`config.mk`:
```
export PLATFORM = sky130hd
export DESIGN_NAME = link_rx
export DESIGN_NICKNAME = d
export VERILOG_FILES = /design/src/elink_pkg.sv /design/src/link_rx.sv
export VERILOG_INCLUDE_DIRS = /design/src /design/src/include
export SDC_FILE = /design/constraint.sdc
export NUM_CORES = 1
export LEC_CHECK = 0
export ABC_AREA = 1
export BUFFER_PORTS_ARGS = -buffer_cell sky130_fd_sc_hd__buf_2
export CAP_MARGIN = 20
export CORE_MARGIN = 2
export CORE_UTILIZATION = 58
export DETAILED_ROUTE_END_ITERATION = 8
export PLACE_DENSITY = 0.8
export SLEW_MARGIN = 25
export SYNTH_ARGS = -nofsm -noshare
export SYNTH_HDL_FRONTEND = slang
export SYNTH_SLANG_ARGS = --single-unit
```
`constraint.sdc`:
```
create_clock -name clk -period 15.13 [get_ports clk]
set_input_delay 0.7565 -clock clk [delete_from_list [all_inputs] [get_ports clk]]
set_output_delay 0.7565 -clock clk [all_outputs]
set_load 0.02 [all_outputs]
```
`src/include/elink_settings.svh`:
```
`ifndef ELINK_SETTINGS_SVH
`define ELINK_SETTINGS_SVH

// ######################################
// Packet and link geometry
// ######################################
`define PACKET_W      104             // Mesh packet width
`define LINK_W        8               // One link beat
`define BEAT_COUNT    13              // Beats per packet
`define BEAT_CNT_W    4               // Holds 0..BEAT_COUNT
`define ADDR_W        32              // Mesh address
`define DATA_W        32              // Data word

// ######################################
// Memory geometry
// ######################################
`define MEM_AW        8               // Word index width
`define MEM_DEPTH     256             // Words in the array
`define MEM_IDX_LSB   2               // Word index starts at dstaddr bit 2

// Field positions inside the mesh packet
`define WRITE_BIT     0               // Single bit
`define DATAMODE_LSB  1               // Bits 2:1
`define CTRLMODE_LSB  3               // Bits 7:3
`define DSTADDR_LSB   8               // Bits 39:8
`define DATA_LSB      40              // Bits 71:40
`define SRCADDR_LSB   72              // Bits 103:72

`endif

```
`src/elink_pkg.sv`:
```
`default_nettype none

package elink_pkg;

`include "elink_settings.svh"

   // ######################################
   // Packet level types
   // ######################################
   typedef logic [`PACKET_W-1:0]   packet_t;     // Full mesh packet
   typedef logic [`ADDR_W-1:0]     addr_t;       // Dst or src address
   typedef logic [`DATA_W-1:0]     data_t;       // Payload word

   // ######################################
   // Link and memory types
   // ######################################
   typedef logic [`LINK_W-1:0]     link_byte_t;  // One beat on the wire
   typedef logic [`BEAT_CNT_W-1:0] beat_cnt_t;   // Beat position in a frame
   typedef logic [`MEM_AW-1:0]     mem_addr_t;   // Memory word index

   // Serializer FSM
   typedef enum logic [1:0] {
      TX_IDLE,                                    // Ready for a packet
      TX_SEND,                                    // Beats on the link
      TX_GAP                                      // One dead cycle after frame
   } tx_state_t;

endpackage

`default_nettype wire

```
`src/link_rx.sv`:
```
`timescale 1ns/1ps
`default_nettype none

`include "elink_settings.svh"

module link_rx
   import elink_pkg::*;
(
   input  wire             clk,
   input  wire             arst_n,
   // Link side, frame/wait
   input  wire             link_frame,
   input  wire link_byte_t link_data,
   output logic            link_wait,
   // Mesh side, access/wait
   output logic            access_out,
   output packet_t         packet_out,
   input  wire             wait_in
);

   packet_t    asm_q;                            // Packet under assembly
   beat_cnt_t  cnt_q;                            // Beats seen in this frame
   logic       valid_q;                          // Output register full
   logic       last_beat;                        // Frame ends on this beat

   assign last_beat  = link_frame & (cnt_q == beat_cnt_t'(`BEAT_COUNT - 1));
   assign access_out = valid_q;
   assign link_wait  = valid_q;                 // Hold off the sender until delivered

   // ######################################
   // Beat counter and output valid
   // ######################################
   always_ff @(posedge clk or negedge arst_n) begin
      if (!arst_n) begin
         cnt_q   <= '0;
         valid_q <= 1'b0;
      end else begin
         if (link_frame)
            cnt_q <= cnt_q + 1'b1;
         else
            cnt_q <= '0;                        // Idle link rearms count

         if (last_beat)
            valid_q <= 1'b1;                    // Packet complete
         else if (!wait_in)
            valid_q <= 1'b0;                    // Consumer took it
      end
   end

   // ######################################
   // Assembly and output registers
   // ######################################
   // New beats enter at the top, so the first one ends at the bottom
   always_ff @(posedge clk) begin
      if (link_frame)
         asm_q <= {link_data, asm_q[`PACKET_W-1:`LINK_W]};
      if (last_beat)
         packet_out <= {link_data, asm_q[`PACKET_W-1:`LINK_W]}; // Include final beat
   end

endmodule

`default_nettype wire

```
; ---- Word level (Yosys, flattened, before mapping)
; Cells that the tools add are included.
[op_classes]
add_sub_neg = 1
eq_ne = 2
mux = 3
bitwise_logic = 1
[op_table]
columns = operator, count
row1 = $add 4x1->4 const B, 1
row2 = $eq 4x4->1 const B, 1
row3 = $mux 4, 1
row4 = $mux 1, 2
row5 = $ne 2x1->1 const B, 1
row6 = $and 1x1->1, 1
[totals]
ff_bits = 213
input_bits = 12
output_inout_bits = 106
wordCells = 11

; ---- Logic depth before layout (Yosys ltp)
[logic_depth]
depth_word = 3
mapped_depth = 4
mapped_depth_nobuf = 4

; ---- Worst setup path after synthesis
; No wires, ideal clock.
[synth_timing]
kind = in2reg
startpoint = input link_frame
endpoint = register packet_out[0] (enable)
setup_time_ns = 0.568
arrival_time_ns = 5.125
slack_ns = 9.437
stages = 2
path_buffers = 0
cell_sequence = inv_1 > nor2_1
[synth_via]
elab_chain_cells = 1
[synth_lines]
columns = item, line
row1 = "start, declared", link_rx.sv:12  ; input wire link_frame,
row2 = $and 1x1->1, link_rx.sv:26  ; assign last_beat = link_frame & (cnt_q == beat_cnt_t'(`BEAT_COUNT - 1));
row3 = via last_beat, link_rx.sv:24  ; logic last_beat;
row4 = "end signal, assigned", link_rx.sv:58  ; packet_out <= {link_data, asm_q[`PACKET_W-1:`LINK_W]};
row5 = "end, declared", link_rx.sv:17  ; output packet_t packet_out,
; The timed path passes the listed nets, and every way through them passes these cells.
; A chain may end at the register's enable or synchronous reset.

; ---- Final worst setup path
[layout_timing]
startpoint = input link_frame
endpoint = register packet_out[93] (enable)
; The elaborated chain is that of the path after synthesis.

==> results.yml <==
outcome:
  run_status: "finished clean"
cells_and_area:
  fin_cells: 510
  drive_gt1_frac: 0.388
  mostFrequentLayoutCell: "edfxtp_1"
  fin_nets: 379
  fillers: 630
  area_growth_pct: 20.6
  final_cell_mix: "edfxtp_1 (200), buf_2 (116), clkbuf_16 (16)"
  final_area_um2: 7530
  multi_input_area_um2: 92.6
  register_area_um2: 6130
  insertedDiodeCount: 0
  postLayoutCoreUtil: 0.726
logic_synthesis:
  synthCells: 226
  syn_area_um2: 6240
  syn-num-nets: 240
  synth-seq-cells: 205
  syn_area_per_cell_um2: 27.6
  ys_warn_count: 0
  synth.distinct_cells: 12
  synth-seq-area-share: 0.982
placement:
  dpl.hpwl_um: 5010
  place_inst: 480
  place_area_um2: 7020
  gp_congestion: 0.721
  place_ws_ns: 11.84
  place.port_buffers: 117
setup_path:
  r2r_slack_ns: 12.80
  start_kind: "input pin"
  critPathCaptureType: "register"
  r2r_cells: 5
  required_ns: 15.27
  reg2reg_to: "packet_out[93]$_DFFE_PP_"
  arrival_ns: 2.60
  worstReg2RegStart: "cnt_q[0]$_DFF_PN0_"
  worstSetupPathType: "input pin to register"
  cp_max_fo: 86
die:
  ios: 118
  die_h_um: 108
  die_x_um: 108
  floorplan.initialDensity: 0.602
  rows: 37
  die_area_um2: 11600
  core_um2: 10400
sta:
  rsz0062_at_grt: "false"
  setup-violations-final: 0
  skew_ns: 0.00915
  relSlewSlack: 0.489
  fin_crit_ns: 2.46
  clock.fmax_ghz: 0.406
  fin_setup_tns_ns: 0
  tightest_slew_ns: 0.766
  slew_viol_final: 0
  period_share: 0.163
  finalHoldViolations: 0
  fin_ws_ns: 12.67
power:
  combPwrFrac: 0.008
  power.switching_w: 0.000186
  seqPwrFrac: 0.619
  irDropWorstVdd_uv: 107
  p_int_w: 0.000864
  clkPwrFrac: 0.373
  leakagePower_nw: 2.73
  cellPowerDensity_nw_per_um2: 140
  swShare: 0.177
routing:
  vias: 2531
  vias_per_cell: 4.96
  wl_um: 8180
  drt_iter0_drc: 94
  dr.pass1.iters: 4
  route.detailed.wl_per_inst_um: 16.0
  drtAntennaViolNets: 0
  drc_errors: 0
clocking:
  cts.clk_slew.worst_paths_ns: 0.06
  ctsLongestPathBuffers: 3
  ctsHtreeMaxLevel: 1
  cts_tree: "yes"
  post-cts-setup-buffer-count: 0
  cts_root_buf: "clkbuf_8"
  cts-resized-gates: 0
  clock_sinks: 205
  cts_buffers: 19
  hold_buffers: 0
  clk_latency_ns: 0.51
min_path:
  hold_class: "input pin to asynchronous set/reset pin"
global_routing:
  overflow: 0
  grt_pass1_vias: 2420
  grt_pass1_wl_um: 12100
  grt_start_max_net_pins: 87
  antenna_found_initial: 0
  grtUsageTotal: 0.138
job:
  max_cap_violations: 0
-- power by group through the flow --
| stage | combinational [W] | clock [W] | sequential, W |
|---|---|---|---|
| detailed placement | 0.00000910 | 0 | 0.000662 |
| global placement | 0.00000856 | 0 | 0.000660 |
| CTS | 0.00000904 | 0.000403 | 0.000650 |
| global route | 0.00000976 | 0.000422 | 0.000652 |
| floorplan | 0.00000117 | 0 | 0.000659 |
| finish | 0.00000878 | 0.000391 | 0.000650 |
-- sequential cells by signal, summed over array words and instances, names as in the netlist --
signal      count
access_out      1
asm_q          96
cnt_q           4
packet_out    104
-- per-layer routing --
layer,vias up,wire length [µm],GRT usage
li1,1171,-,-
met1,1237,3430,0.186
met2,106,3750,0.211
met3,17,811,0.0508
met4,0,187,0.0467
met5,-,0,0
-- through the flow --
stage	total power, W	hold WS (ns)
finish	0.00105	0.0486
global route	0.00108	0.0352
CTS	0.00106	0.0306
detailed placement	0.000671	0.408
global placement	0.000669	0.401
floorplan	0.000660	0.400
-- kinds of logic after synthesis --
kind of cell | synth area share
DFF | 0.982
and+or+nand+nor | 0.00721
buffers and inverters | 0.00421
AOI/OAI and AO/OA | 0.00240
adders and majority gates | 0.00401
-- worst max-delay path, cell delays in order --
cell and delay (ns):
buf_4 0.41, inv_1 0.20, nor2_4 0.49, buf_6 0.66
-- cell usage after synthesis (all sizes together) --
| cell type | number | share of area |
|---|---|---|
| edfxtp | 200 | 0.96 |
| dfrtp | 5 | 0.020 |
| inv | 5 | 0.0030 |
| nand2 | 4 | 0.0024 |
| nor2 | 4 | 0.0024 |
| ha | 2 | 0.0040 |
| nand3 | 2 | 0.0024 |
| o21ai | 2 | 0.0016 |
| a21oi | 1 | 0.00080 |
| buf | 1 | 0.0012 |
-- worst max-delay path by stage --
stage                     startpoint                       end  slack, ns
after floorplan           link_frame   packet_out[0]$_DFFE_PP_       9.44
after global placement    link_frame  packet_out[89]$_DFFE_PP_      11.93
after detailed placement  link_frame  packet_out[73]$_DFFE_PP_      11.84
after CTS                 link_frame  packet_out[95]$_DFFE_PP_      12.41
after global routing      link_frame  packet_out[93]$_DFFE_PP_      12.48
final                     link_frame  packet_out[93]$_DFFE_PP_      12.67
-- layout make-up --
| type | instances | share of cell area |
|---|---|---|
| clock buffer | 25 | 0.0643 |
| clock inverter | 5 | 0.00299 |
| inverter | 5 | 0.00249 |
| multi-input combinational | 15 | 0.0123 |
| sequential | 205 | 0.815 |
| tap | 136 | 0.0226 |
| timing repair buffer | 119 | 0.0806 |
Note: power is estimated with default switching activity, not from simulation.
