`src/include/elink_settings.svh`:
```
`ifndef ELINK_SETTINGS_SVH
`define ELINK_SETTINGS_SVH

// ######################################
// Packet and link geometry
// ######################################
`define PACKET_W      104             // Mesh packet width
`define LINK_W        8               // One link beat
`define BEAT_COUNT    13              // Beats per packet
`define BEAT_CNT_W    4               // Holds 0..BEAT_COUNT
`define ADDR_W        32              // Mesh address
`define DATA_W        32              // Data word

// ######################################
// Memory geometry
// ######################################
`define MEM_AW        8               // Word index width
`define MEM_DEPTH     256             // Words in the array
`define MEM_IDX_LSB   2               // Word index starts at dstaddr bit 2

// Field positions inside the mesh packet
`define WRITE_BIT     0               // Single bit
`define DATAMODE_LSB  1               // Bits 2:1
`define CTRLMODE_LSB  3               // Bits 7:3
`define DSTADDR_LSB   8               // Bits 39:8
`define DATA_LSB      40              // Bits 71:40
`define SRCADDR_LSB   72              // Bits 103:72

`endif

```
`src/elink_pkg.sv`:
```
`default_nettype none

package elink_pkg;

`include "elink_settings.svh"

   // ######################################
   // Packet level types
   // ######################################
   typedef logic [`PACKET_W-1:0]   packet_t;     // Full mesh packet
   typedef logic [`ADDR_W-1:0]     addr_t;       // Dst or src address
   typedef logic [`DATA_W-1:0]     data_t;       // Payload word

   // ######################################
   // Link and memory types
   // ######################################
   typedef logic [`LINK_W-1:0]     link_byte_t;  // One beat on the wire
   typedef logic [`BEAT_CNT_W-1:0] beat_cnt_t;   // Beat position in a frame
   typedef logic [`MEM_AW-1:0]     mem_addr_t;   // Memory word index

   // Serializer FSM
   typedef enum logic [1:0] {
      TX_IDLE,                                    // Ready for a packet
      TX_SEND,                                    // Beats on the link
      TX_GAP                                      // One dead cycle after frame
   } tx_state_t;

endpackage

`default_nettype wire

```
`src/link_tx.sv`:
```
`timescale 1ns/1ps
`default_nettype none

`include "elink_settings.svh"

module link_tx
   import elink_pkg::*;
(
   input  wire             clk,
   input  wire             arst_n,
   // Mesh side, access/wait
   input  wire             access_in,
   input  wire packet_t    packet_in,
   output logic            wait_out,
   // Link side, frame/wait
   output logic            link_frame,
   output link_byte_t      link_data,
   input  wire             link_wait
);

   tx_state_t  state_q;                          // Link FSM
   packet_t    shift_q;                          // Beats still to go, LSB first
   beat_cnt_t  cnt_q;                            // Beats already sent
   logic       accept;                           // Packet taken this cycle
   logic       last_beat;                        // Final beat on the wire

   // ######################################
   // Intake and link outputs
   // ######################################
   // Busy while sending or gapping, and no new frame while the far end holds one
   assign wait_out   = (state_q != TX_IDLE) | link_wait;
   assign accept     = access_in & ~wait_out;
   assign last_beat  = (cnt_q == beat_cnt_t'(`BEAT_COUNT - 1));
   assign link_frame = (state_q == TX_SEND);    // High for BEAT_COUNT cycles
   assign link_data  = shift_q[`LINK_W-1:0];    // Low byte goes first

   // ######################################
   // FSM and beat counter
   // ######################################
   always_ff @(posedge clk or negedge arst_n) begin
      if (!arst_n) begin
         state_q <= TX_IDLE;
         cnt_q   <= '0;
      end else begin
         case (state_q)
            TX_IDLE: begin
               cnt_q <= '0;                     // Fresh count per frame
               if (accept)
                  state_q <= TX_SEND;           // First beat next cycle
            end
            TX_SEND: begin
               cnt_q <= cnt_q + 1'b1;
               if (last_beat)
                  state_q <= TX_GAP;
            end
            default: begin
               state_q <= TX_IDLE;              // Gap lasts a single cycle
            end
         endcase
      end
   end

   // Shift register, one byte out per beat
   always_ff @(posedge clk) begin
      if (accept)
         shift_q <= packet_in;                  // Capture whole packet
      else if (state_q == TX_SEND)
         shift_q <= shift_q >> `LINK_W;         // Next byte to the bottom
   end

endmodule

`default_nettype wire

```
`config.mk`:
```
export PLATFORM = sky130hd
export DESIGN_NAME = link_tx
export DESIGN_NICKNAME = d
export VERILOG_FILES = /design/src/elink_pkg.sv /design/src/link_tx.sv
export VERILOG_INCLUDE_DIRS = /design/src /design/src/include
export SDC_FILE = /design/constraint.sdc
export NUM_CORES = 1
export LEC_CHECK = 0
export ABC_AREA = 1
export BUFFER_PORTS_ARGS = -buffer_cell sky130_fd_sc_hd__buf_4
export CAP_MARGIN = 0
export CORE_ASPECT_RATIO = 1.2
export CORE_MARGIN = 2
export CORE_UTILIZATION = 34
export CTS_CLUSTER_DIAMETER = 120
export DETAILED_ROUTE_END_ITERATION = 12
export REMOVE_ABC_BUFFERS = 1
export SLEW_MARGIN = 20
export SYNTH_ARGS = -nofsm -noshare
export SYNTH_HDL_FRONTEND = slang
export SYNTH_SLANG_ARGS = --single-unit
export TNS_END_PERCENT = 100
```
`constraint.sdc`:
```
create_clock -name clk -period 3.9 [get_ports clk]
set_input_delay 0.39 -clock clk [delete_from_list [all_inputs] [get_ports clk]]
set_output_delay 0.39 -clock clk [all_outputs]
set_load 0.05 [all_outputs]
```
After elaboration in Yosys (flattened, before gate mapping) --
Index checks and enable logic that the tools add are counted.
Operators by class: $add $sub $neg 1, multipliers 0, divide/modulo/power cells 0, order comparisons 0, eq/ne operators 4, shifts and indexed selects 0, muxes and demuxes 6, bitwise logic cells 3, reductions and logical operators 5
Operators by type and width (count):
- 104-bit 2-to-1 mux | 2
- 4-bit case mux with 2 select lines | 1
- 2-bit nonzero test | 3
- 4-bit by 1-bit adder with 4-bit output, second input constant | 1
- 4-bit equality test, second input constant | 1
- 2-bit 2-to-1 mux | 2
- 2-bit case mux with 2 select lines | 1
- 2-bit by 1-bit equality test with 1-bit output, second input constant | 1
- 2-bit zero test | 1
- 2-bit by 1-bit inequality test with 1-bit output, second input constant | 1
- 2-bit inequality test, second input constant | 1
- 2-bit AND reduction | 1
- 1-bit AND | 1
- 1-bit NOT | 1
- 1-bit OR | 1
Storage, ports and cells: register bits after elaboration 110, latch bits 0, bits in writable memories 0, ROM bits 0, input port bits 108, output and inout port bits 10, logic and storage cells 22, memories kept 0

Depth between registers and ports, before layout --
Gate-level depths: netlist (run 1).
word-level depth 6, depth in mapped cells 6, mapped depth without buffers 5

Worst setup path after synthesis (run 1) --
OpenSTA, ideal clock, no wires.
kind reg2reg, from register state_q[1], to register shift_q[0] (enable), setup time 0.467 ns, data arrival time 3.139 ns, slack 0.294 ns, stages on the path, launching flop included 6, path buffers 2, path through dfrtp_1 > nor2_2 > nand3_2 > buf_6 > buf_6 > nand2_1
On the way: cells in the longest elaborated chain, start to end 5, elaborated cells between the ends (all ways) 6
RTL lines:
- from (decl) | line link_tx.sv:21 | tx_state_t state_q;
- from (signal assigned) | line link_tx.sv:42 | state_q <= TX_IDLE;
- from (signal assigned) | line link_tx.sv:49 | state_q <= TX_SEND;
- from (signal assigned) | line link_tx.sv:54 | state_q <= TX_GAP;
- 2-bit nonzero test | line link_tx.sv:31 | assign wait_out = (state_q != TX_IDLE) | link_wait;
- 1-bit OR | line link_tx.sv:31
- 1-bit NOT | line link_tx.sv:32 | assign accept = access_in & ~wait_out;
- 1-bit AND | line link_tx.sv:32
- 2-bit nonzero test (no line) (*)
- to (signal assigned) | line link_tx.sv:66 | shift_q <= packet_in;
- to (signal assigned) | line link_tx.sv:68 | shift_q <= shift_q >> `LINK_W;
- to (decl) | line link_tx.sv:22 | packet_t shift_q;
Mark *: on every way between the ends. The rest lies on a longest branch, timed or not. A chain may end at the register's enable or synchronous reset.

Final worst setup path (run 1) --
from register state_q[1], to register shift_q[58] (enable)
The elaborated chain is that of the path after synthesis.

==> results.toml, run 1 <==
[drt]
vias = 3285
viasPerCell = 4.19
wl_per_cell_um = 11.0
drt_iter0_drc = 154
drc = 0
ant_nets = 0
drt_wl_total_um = 8620
drt-pass1-iter-count = 5

[logic_synthesis]
synthCells = 474
synth_top_family_by_area = "compound AO/OA/AOI/OAI gates"
synth_compound_area_frac = 0.148
syn_area_um2 = 5270
yosys.area_share.adder = 0.00475
synthXorXnorAreaFrac = 0.00166
synth.area.top_cells = "edfxtp_1 (59%), o21ai_2 (13%), inv_1 (7.8%)"
synth_cell_types = 17
synth_top_area_cell = "edfxtp_1"
synthMuxAreaShare = 0
syn_area_per_cell_um2 = 11.1
synth_top_area_share = 0.593
yosysWarnings = 0
ys_ff_latch = 110
synth.yosys.seq_area_share = 0.622
yosys.area_share.simple = 0.0898

[worst_setup_path]
ff2ff_setup_slack_ns = 1.91
cp_max_fo = 55
setup.worst_path.end_class = "flip-flop"
crit_required_ns = 3.92
arrival_ns = 2.01
cp-start-kind = "flip-flop"
path_class = "flip-flop to flip-flop"

[layout]
nFillCells = 1493
regArea_um2 = 3270
syn_to_final_growth_pct = 22.8
diodes = 0
drive_above_1_share = 0.366
stdcell_count = 784
stdcell_area_um2 = 6470
final_util = 0.429
final_nets = 685
multi_input_area_um2 = 1300

[pwr]
leakagePower_nw = 3.09
powerDensity_nw_per_um2 = 703
ir_drop_uv = 269
power_mw = 4.55

[timing]
slew_violations = 0
fmaxAchievable_mhz = 503
setup_viol = 0
finalCritPeriodShare = 0.510
whs_ns = 0.341
tightest_slew_ns = 1.06
hold_viol = 0
fin_skew_ns = 0.00456
timing.max_slew.rel_slack = 0.292
min_period_ns = 1.99
rsz0062_at_grt = "no"

[cts]
clk_latency_ns = 0.34
ctsLongestPathBuffers = 2
htree_levels = 3
cts_resized = 0
holdBufCountCts = 1
cts_tree = "built"
clock-root-buffer = "clkbuf_16"
cts.sinks = 110
postCtsSetupBuffers = 0
clk_pin_slew_ns = 0.07
cts_inserted_buffers = 9

[place]
dpl.hpwl_um = 5580
numPortBuffers = 117
dp_cells = 767
gp_congestion = 0.704
place_area_um2 = 6160

[floorplan]
start_util = 0.349
ios = 118
die_w_um = 118
fp-row-count = 49
coreArea_um2 = 15100
fp.dieH_um = 140
dieArea_um2 = 16500

[grt]
overflow = 0
track_usage = 0.110
grt_pass1_vias = 3364
grt_max_degree = 202
grt_pass1_wl_um = 14700
antenna_found_initial = 0

[hold_path]
hold_path.class = "input port to flip-flop"

[flow_run]
cap_viol_max_count = 0

[status]
outcome = "finished clean"
==> cell usage after synthesis, drive strengths merged <==
cell type	count
clkbuf	2
nand2	107
nor2	10
edfxtp	104
o21ai	99
ha	2
dfrtp	6
buf	28
nand4	1
xnor2	1
inv	110
nand3	4
==> metal layers <==
metal	global-route usage	vias to the layer above	wire length, um
li1	-	1701	-
met2	0.183	97	4100
met3	0.0403	14	600
met1	0.128	1473	3760
met5	0	-	0
met4	0.0431	0	163
==> where the power goes <==
part,total [mW],switching (mW),internal [mW]
clock network,0.914,0.399,0.514
logic,1.33,0.821,0.510
registers,2.30,0.164,2.14
==> placed cells by master, fill, tap and decap left out, types with 3 or more instances in the layout <==
cell type	n
buf_4	117
inv_1	110
nand2_1	106
edfxtp_1	104
o21ai_2	76
o21ai_1	12
o21ai_0	11
nor2_1	9
clkbuf_16	9
dfrtp_1	6
nand3_1	3
==> through the flow <==
stage | setup TNS [ns] | worst slack [ns]
6_report | 0 | 1.91
2_1_floorplan | -349.66 | -3.25
3_3_place_gp | 0 | 1.92
4_1_cts | 0 | 1.89
3_5_place_dp | 0 | 1.90
5_1_grt | 0 | 1.78
==> final timing paths <==
path	start	endpoint	cells past startpoint
max in group asynchronous	arst_n	cnt_q[1]	2
min	packet_in[98]	shift_q[98]	3
min in group asynchronous	arst_n	cnt_q[2]	2
max reg2reg	state_q[1]	shift_q[58]	4
max	state_q[1]	shift_q[58]	4
min reg2reg	shift_q[62]	shift_q[54]	2
==> registers in the layout, indices dropped and copies added, names as in the netlist <==
| register | cells |
|---|---|
| shift_q | 104 |
| state_q | 2 |
| cnt_q | 4 |
==> critical path, cell delays in order (launching register included) <==
cell     delay (ns)
dfrtp_1        0.43
inv_1          0.10
nand2_1        0.16
nand2_4        0.55
buf_12         0.37
==> area by class of cell <==
type / count / share of cell area
clock buffers: 12 / 0.0381
clock inverters: 4 / 0.00735
inverters: 110 / 0.0639
multi-input cells: 224 / 0.201
flip-flops and latches: 110 / 0.506
well taps: 204 / 0.0395
repair buffers: 120 / 0.144
==> cell families after synthesis <==
kind of cell	count (synthesis)
xor gates and xnor gates	1
buffers and inverters	140
adders and majority gates	2
DFF	110
AOI/OAI and AO/OA	99
and+or+nand+nor	122
No activity file was read; power rests on OpenSTA's default activity.
==> run 2, diff against run 1 <==
- clock period: 3.9 -> 1.97 ns (I/O delays scaled with it)
==> run 2 against run 1 <==
Register-to-register slack worse by 1.5 ns. Highest routed layer unchanged. Power is 100% higher. Cell count is 1.3% higher. Critical path type is now flip-flop to output pin. Clock skew is 0.0012 ns higher.
==> results.toml, run 2 (synthesis results as in run 1) <==
[timing]
tightest_slew_ns = 0.299
fin_skew_ns = 0.00574
timing.max_slew.rel_slack = 0.801
finalCritPeriodShare = 0.808
min_period_ns = 1.59
fin_tns_setup_ns = 0
final.setup.worst_slack_ns = 0.378
hold_viol = 0
fmaxAchievable_mhz = 628
slew_violations = 0
setup_viol = 0
rsz0062_at_grt = "no"

[cts]
cts.sinks = 110
clock-root-buffer = "clkbuf_16"
clk_pin_slew_ns = 0.07
postCtsSetupBuffers = 0
cts_resized = 0
ctsLongestPathBuffers = 2
cts_tree = "built"
clk_latency_ns = 0.34
htree_levels = 3
cts_inserted_buffers = 9

[worst_setup_path]
reg2reg_to = "shift_q[20]"
ff2ff_setup_slack_ns = 0.40
cp-start-kind = "flip-flop"
r2r_start = "state_q[1]"
cp-startpoint = "state_q[1]"
setup.worst_path.end_class = "output pin"
cp_max_fo = 5
arrival_ns = 1.39
crit_required_ns = 1.77
path_class = "flip-flop to output pin"
r2r_cells = 4

[place]
dpl.hpwl_um = 6020
numPortBuffers = 117
place_area_um2 = 6290
dp_worst_setup_slack_ns = 0.402
gp_congestion = 0.738
dp_cells = 777

[grt]
overflow = 0
grt_pass1_wl_um = 14500
grt_pass1_vias = 3236
grt_max_degree = 50
track_usage = 0.109
antenna_found_initial = 0

[floorplan]
fp-row-count = 49
die_w_um = 118
dieArea_um2 = 16500
fp.dieH_um = 140
coreArea_um2 = 15100
ios = 118
start_util = 0.349

[drt]
wl_per_cell_um = 11.0
drt-pass1-iter-count = 4
viasPerCell = 4.18
drc = 0
drt_iter0_drc = 191
vias = 3320
ant_nets = 0
drt_wl_total_um = 8770

[layout]
final_nets = 695
drive_above_1_share = 0.378
largestRegisters = "shift_q: 104 flops, cnt_q: 4 flops, state_q: 2 flops"
syn_to_final_growth_pct = 25.8
stdcell_area_um2 = 6620
final_common_cell = "buf_4"
top_register = "shift_q"
final_util = 0.439
layout_common_cells = "buf_4 (123), inv_1 (110), nand2_1 (106)"
diodes = 0
stdcell_count = 794
largest_register_ffs = 104

[hold_path]
holdPathStages = 3
hp-start = "packet_in[99]"
hold_path.class = "input port to flip-flop"
hold_end = "shift_q[99]"

[pwr]
leakagePower_nw = 3.18
powerDensity_nw_per_um2 = 1400
ir_drop_uv = 513

[flow_run]
cap_viol_max_count = 0

[status]
outcome = "finished clean"
run 2: cell count changes in the layout (fill, tap and decap cells not counted):
cell and delta:
clkbuf_1 -1, buf_4 +6, bufinv_16 +1, clkbuf_8 +1
buf_12 +4, clkinvlp_4 -1
run 2: worst max-delay path by stage:
stage / endpoint / slack (ns) / cells past startpoint
after detailed placement: shift_q[3] / 0.40 / 4
final: link_frame / 0.38 / 4
after floorplan: shift_q[0] / -5.18 / 3
after CTS: link_frame / 0.36 / 4
after global placement: shift_q[3] / 0.45 / 4
after global routing: link_frame / 0.30 / 4
run 2: worst max-delay path: stages (launching register included):
cell and delay [ns]:
dfrtp_1 0.43, inv_1 0.10, nand2_1 0.14, inv_1 0.16, buf_4 0.22
run 2: final cells by class:
class	instances	area [um2]
inverters	110	413
clock buffers	12	256
well taps	204	255
flip-flops and latches	110	3270
clock inverters	4	70.1
multi-input cells	224	1300
repair buffers	130	1050
fillers	1496	8460
run 2: power breakdown:
part / switching [mW] / internal, mW
clock network: 0.808 / 1.18
logic: 1.65 / 1.11
registers: 0.321 / 4.22
run 2: metal layers:
metal,track usage,vias up,share of wire
li1,-,1721,-
met1,0.135,1477,0.43
met2,0.174,109,0.46
met3,0.0350,13,0.086
met4,0.0533,0,0.020
met5,0,-,0
run 2: per-stage QoR:
step / power [mW] / hold slack [ns]
finish: 9.29 / 0.143
global placement: 7.27 / 0.00526
global route: 9.88 / 0.163
CTS: 9.44 / 0.129
detailed placement: 7.43 / 0.00760
floorplan: 6.64 / -0.0986
run 2: timing repair:
action | in CTS | in global routing
hold endpoints to repair | 6 | 0
setup endpoints to repair | 0 | 0
hold buffers | 1 | 0
==> run 3, diff against run 2 <==
- ABC_AREA: 1 -> 0
- clock period: 1.97 -> 1.6 ns (I/O delays scaled with it)
==> run 3 against run 2 <==
The run now ends with setup timing left. Die area fell by 9.5%. Via count fell by 22%. Sequential share of layout area rose by 3.3 points. Worst hold slack got worse by 0.029 ns. Largest cell class unchanged.
==> results.toml, run 3 <==
[status]
outcome = "finished with violations"
violations = "setup timing"

[floorplan]
ios = 118
start_util = 0.347
fp-row-count = 47
fp.dieH_um = 134
coreArea_um2 = 13700
dieArea_um2 = 14900
die_w_um = 112

[drt]
drt-pass1-iter-count = 4
drt_iter0_drc = 145
drc = 0
wl_per_cell_um = 14.7
vias = 2600
drt_wl_total_um = 8230
ant_nets = 0
viasPerCell = 4.65

[cts]
cts.sinks = 110
clock-root-buffer = "clkbuf_16"
ctsLongestPathBuffers = 2
cts_tree = "built"
cts_inserted_buffers = 9
htree_levels = 3
clk_pin_slew_ns = 0.07
clk_latency_ns = 0.34

[layout]
final_common_cell = "buf_4"
top_register = "shift_q"
final_nets = 493
largest_register_ffs = 104
layout_common_cells = "buf_4 (124), edfxtp_1 (104), mux2_2 (78)"
syn_to_final_growth_pct = 30.6
largestRegisters = "shift_q: 104 flops, cnt_q: 4 flops, state_q: 2 flops"
drive_above_1_share = 0.634
diodes = 0
stdcell_count = 559

[timing]
min_period_ns = 1.61
fmaxAchievable_mhz = 621
final.setup.worst_slack_ns = -0.00953
setup_viol = 1
whs_ns = 0.114
slew_violations = 0
fin_skew_ns = 0.00570
finalCritPeriodShare = 1.01
hold_viol = 0
rsz0062_at_grt = "yes"
tightest_slew_ns = 0.226
fin_tns_setup_ns = -0.00953
timing.max_slew.rel_slack = 0.850

[place]
dp_cells = 541
dpl.hpwl_um = 5690
gp_congestion = 0.717
numPortBuffers = 117

[pwr]
leakagePower_nw = 2.62
ir_drop_uv = 792
powerDensity_nw_per_um2 = 1780

[logic_synthesis]
synth_top_cells_by_count = "edfxtp_1 (104), mux2_2 (78), mux2_4 (18)"
synth.yosys.seq_area_share = 0.689
syn_area_per_cell_um2 = 18.4
synth_cell_types = 21
yosysMostFrequentCell = "edfxtp_1"
synthArstFlopShare = 0.0545
synth_top_area_share = 0.657
synthCells = 258
synth_edf_count = 104
yosysWarnings = 0
syn_area_um2 = 4750
synthFlopType = "edfxtp_1"
synth.area.top_cells = "edfxtp_1 (66%), mux2_2 (18%), mux2_4 (5.7%)"
synth_top_area_cell = "edfxtp_1"
ys_ff_latch = 110

[worst_setup_path]
cpPeakStageDelay_ns = 0.38
setup.worst_path.end_class = "output pin"
crit_slowest_cell = "dfrtp_1"
cp_max_fo = 5
path_class = "flip-flop to output pin"
cp-start-kind = "flip-flop"
arrival_ns = 1.45
cp_cell_sequence = "buf_4, nand2b_1, buf_4, inv_2, buf_8"
critical_path.most_common_cell = "buf_4"
crit_required_ns = 1.44
ff2ff_setup_slack_ns = 0.01

[flow_run]
cap_viol_max_count = 0

[grt]
grt_max_degree = 41
antenna_found_initial = 0
grt_pass1_wl_um = 13000
track_usage = 0.110
overflow = 0
grt_pass1_vias = 2679

[hold_path]
hold_path.class = "input port to flip-flop"
==> run 3: cell type report <==
| class | instances | area (um2) |
|---|---|---|
| Fill cell | 1240 | 7490 |
| Sequential cell | 110 | 3270 |
| Multi-Input combinational cell | 125 | 1340 |
| Timing Repair Buffer | 132 | 1070 |
| Clock buffer | 10 | 229 |
| Tap cell | 171 | 214 |
| Clock inverter | 6 | 61.3 |
| Inverter | 5 | 18.8 |
==> run 3: per-stage QoR <==
| step | cell area [um2] | power, mW | util | worst slack (ns) |
|---|---|---|---|---|
| floorplan | 4620 | 7.70 | - | -3.57 |
| global placement | 5890 | 8.75 | 0.430 | 0.0535 |
| detailed placement | 5890 | 8.95 | 0.430 | 0.0223 |
| CTS | 6200 | 11.2 | 0.453 | -0.0201 |
| global route | 6210 | 11.6 | 0.453 | -0.0611 |
| finish | 6210 | 11.0 | 0.453 | -0.00953 |
==> run 3: critical path: cells and delay by family, from the launching register on <==
family	cells	cell delay, ns
flops	1	0.38
simple gates	1	0.18
buf+inv	4	0.55
==> run 3: metal layers <==
metal  vias to the layer above  routed length, um  GRT usage
li1                       1239                  -          -
met4                         0                133     0.0494
met2                       103               3750      0.165
met5                         -                  0          0
met3                         9                761     0.0364
met1                      1249               3580      0.146
==> run 3: worst paths after layout <==
| path | startpoint | cells after the start | endpoint |
|---|---|---|---|
| setup / recovery | state_q[1] | 5 | link_frame |
| hold / removal | packet_in[90] | 2 | shift_q[90] |
| setup reg to reg | state_q[1] | 5 | shift_q[38] |
| hold reg to reg | cnt_q[2] | 1 | cnt_q[2] |
| max in group asynchronous | arst_n | 2 | state_q[0] |
| min in group asynchronous | arst_n | 2 | state_q[1] |
==> run 3: logic make-up (layout without fill, tap and decap cells) <==
group / count (synthesis) / in the layout / share of synthesized area
flip-flops: 110 / 110 / 0.689
multiplexers: 96 / 96 / 0.242
buffers and inverters: 23 / 153 / 0.0311
AND/OR/NAND/NOR: 21 / 21 / 0.0261
AO/OA/AOI/OAI: 6 / 6 / 0.00711
adder cells (fa/ha/maj): 2 / 2 / 0.00527
==> run 3: what timing repair did <==
item	CTS	global route
setup endpoints to repair	1	112
resized for setup	3	2
buffers inserted	1	0
hold buffers	1	0
pin swaps	0	0
hold endpoints to repair	6	0
==> run 3: power by group <==
part	switching (mW)	total (mW)	internal, mW
Combinational	1.55	3.27	1.72
Clock	1.01	2.22	1.21
Sequential	0.359	5.56	5.20
Total	2.91	11.0	8.13
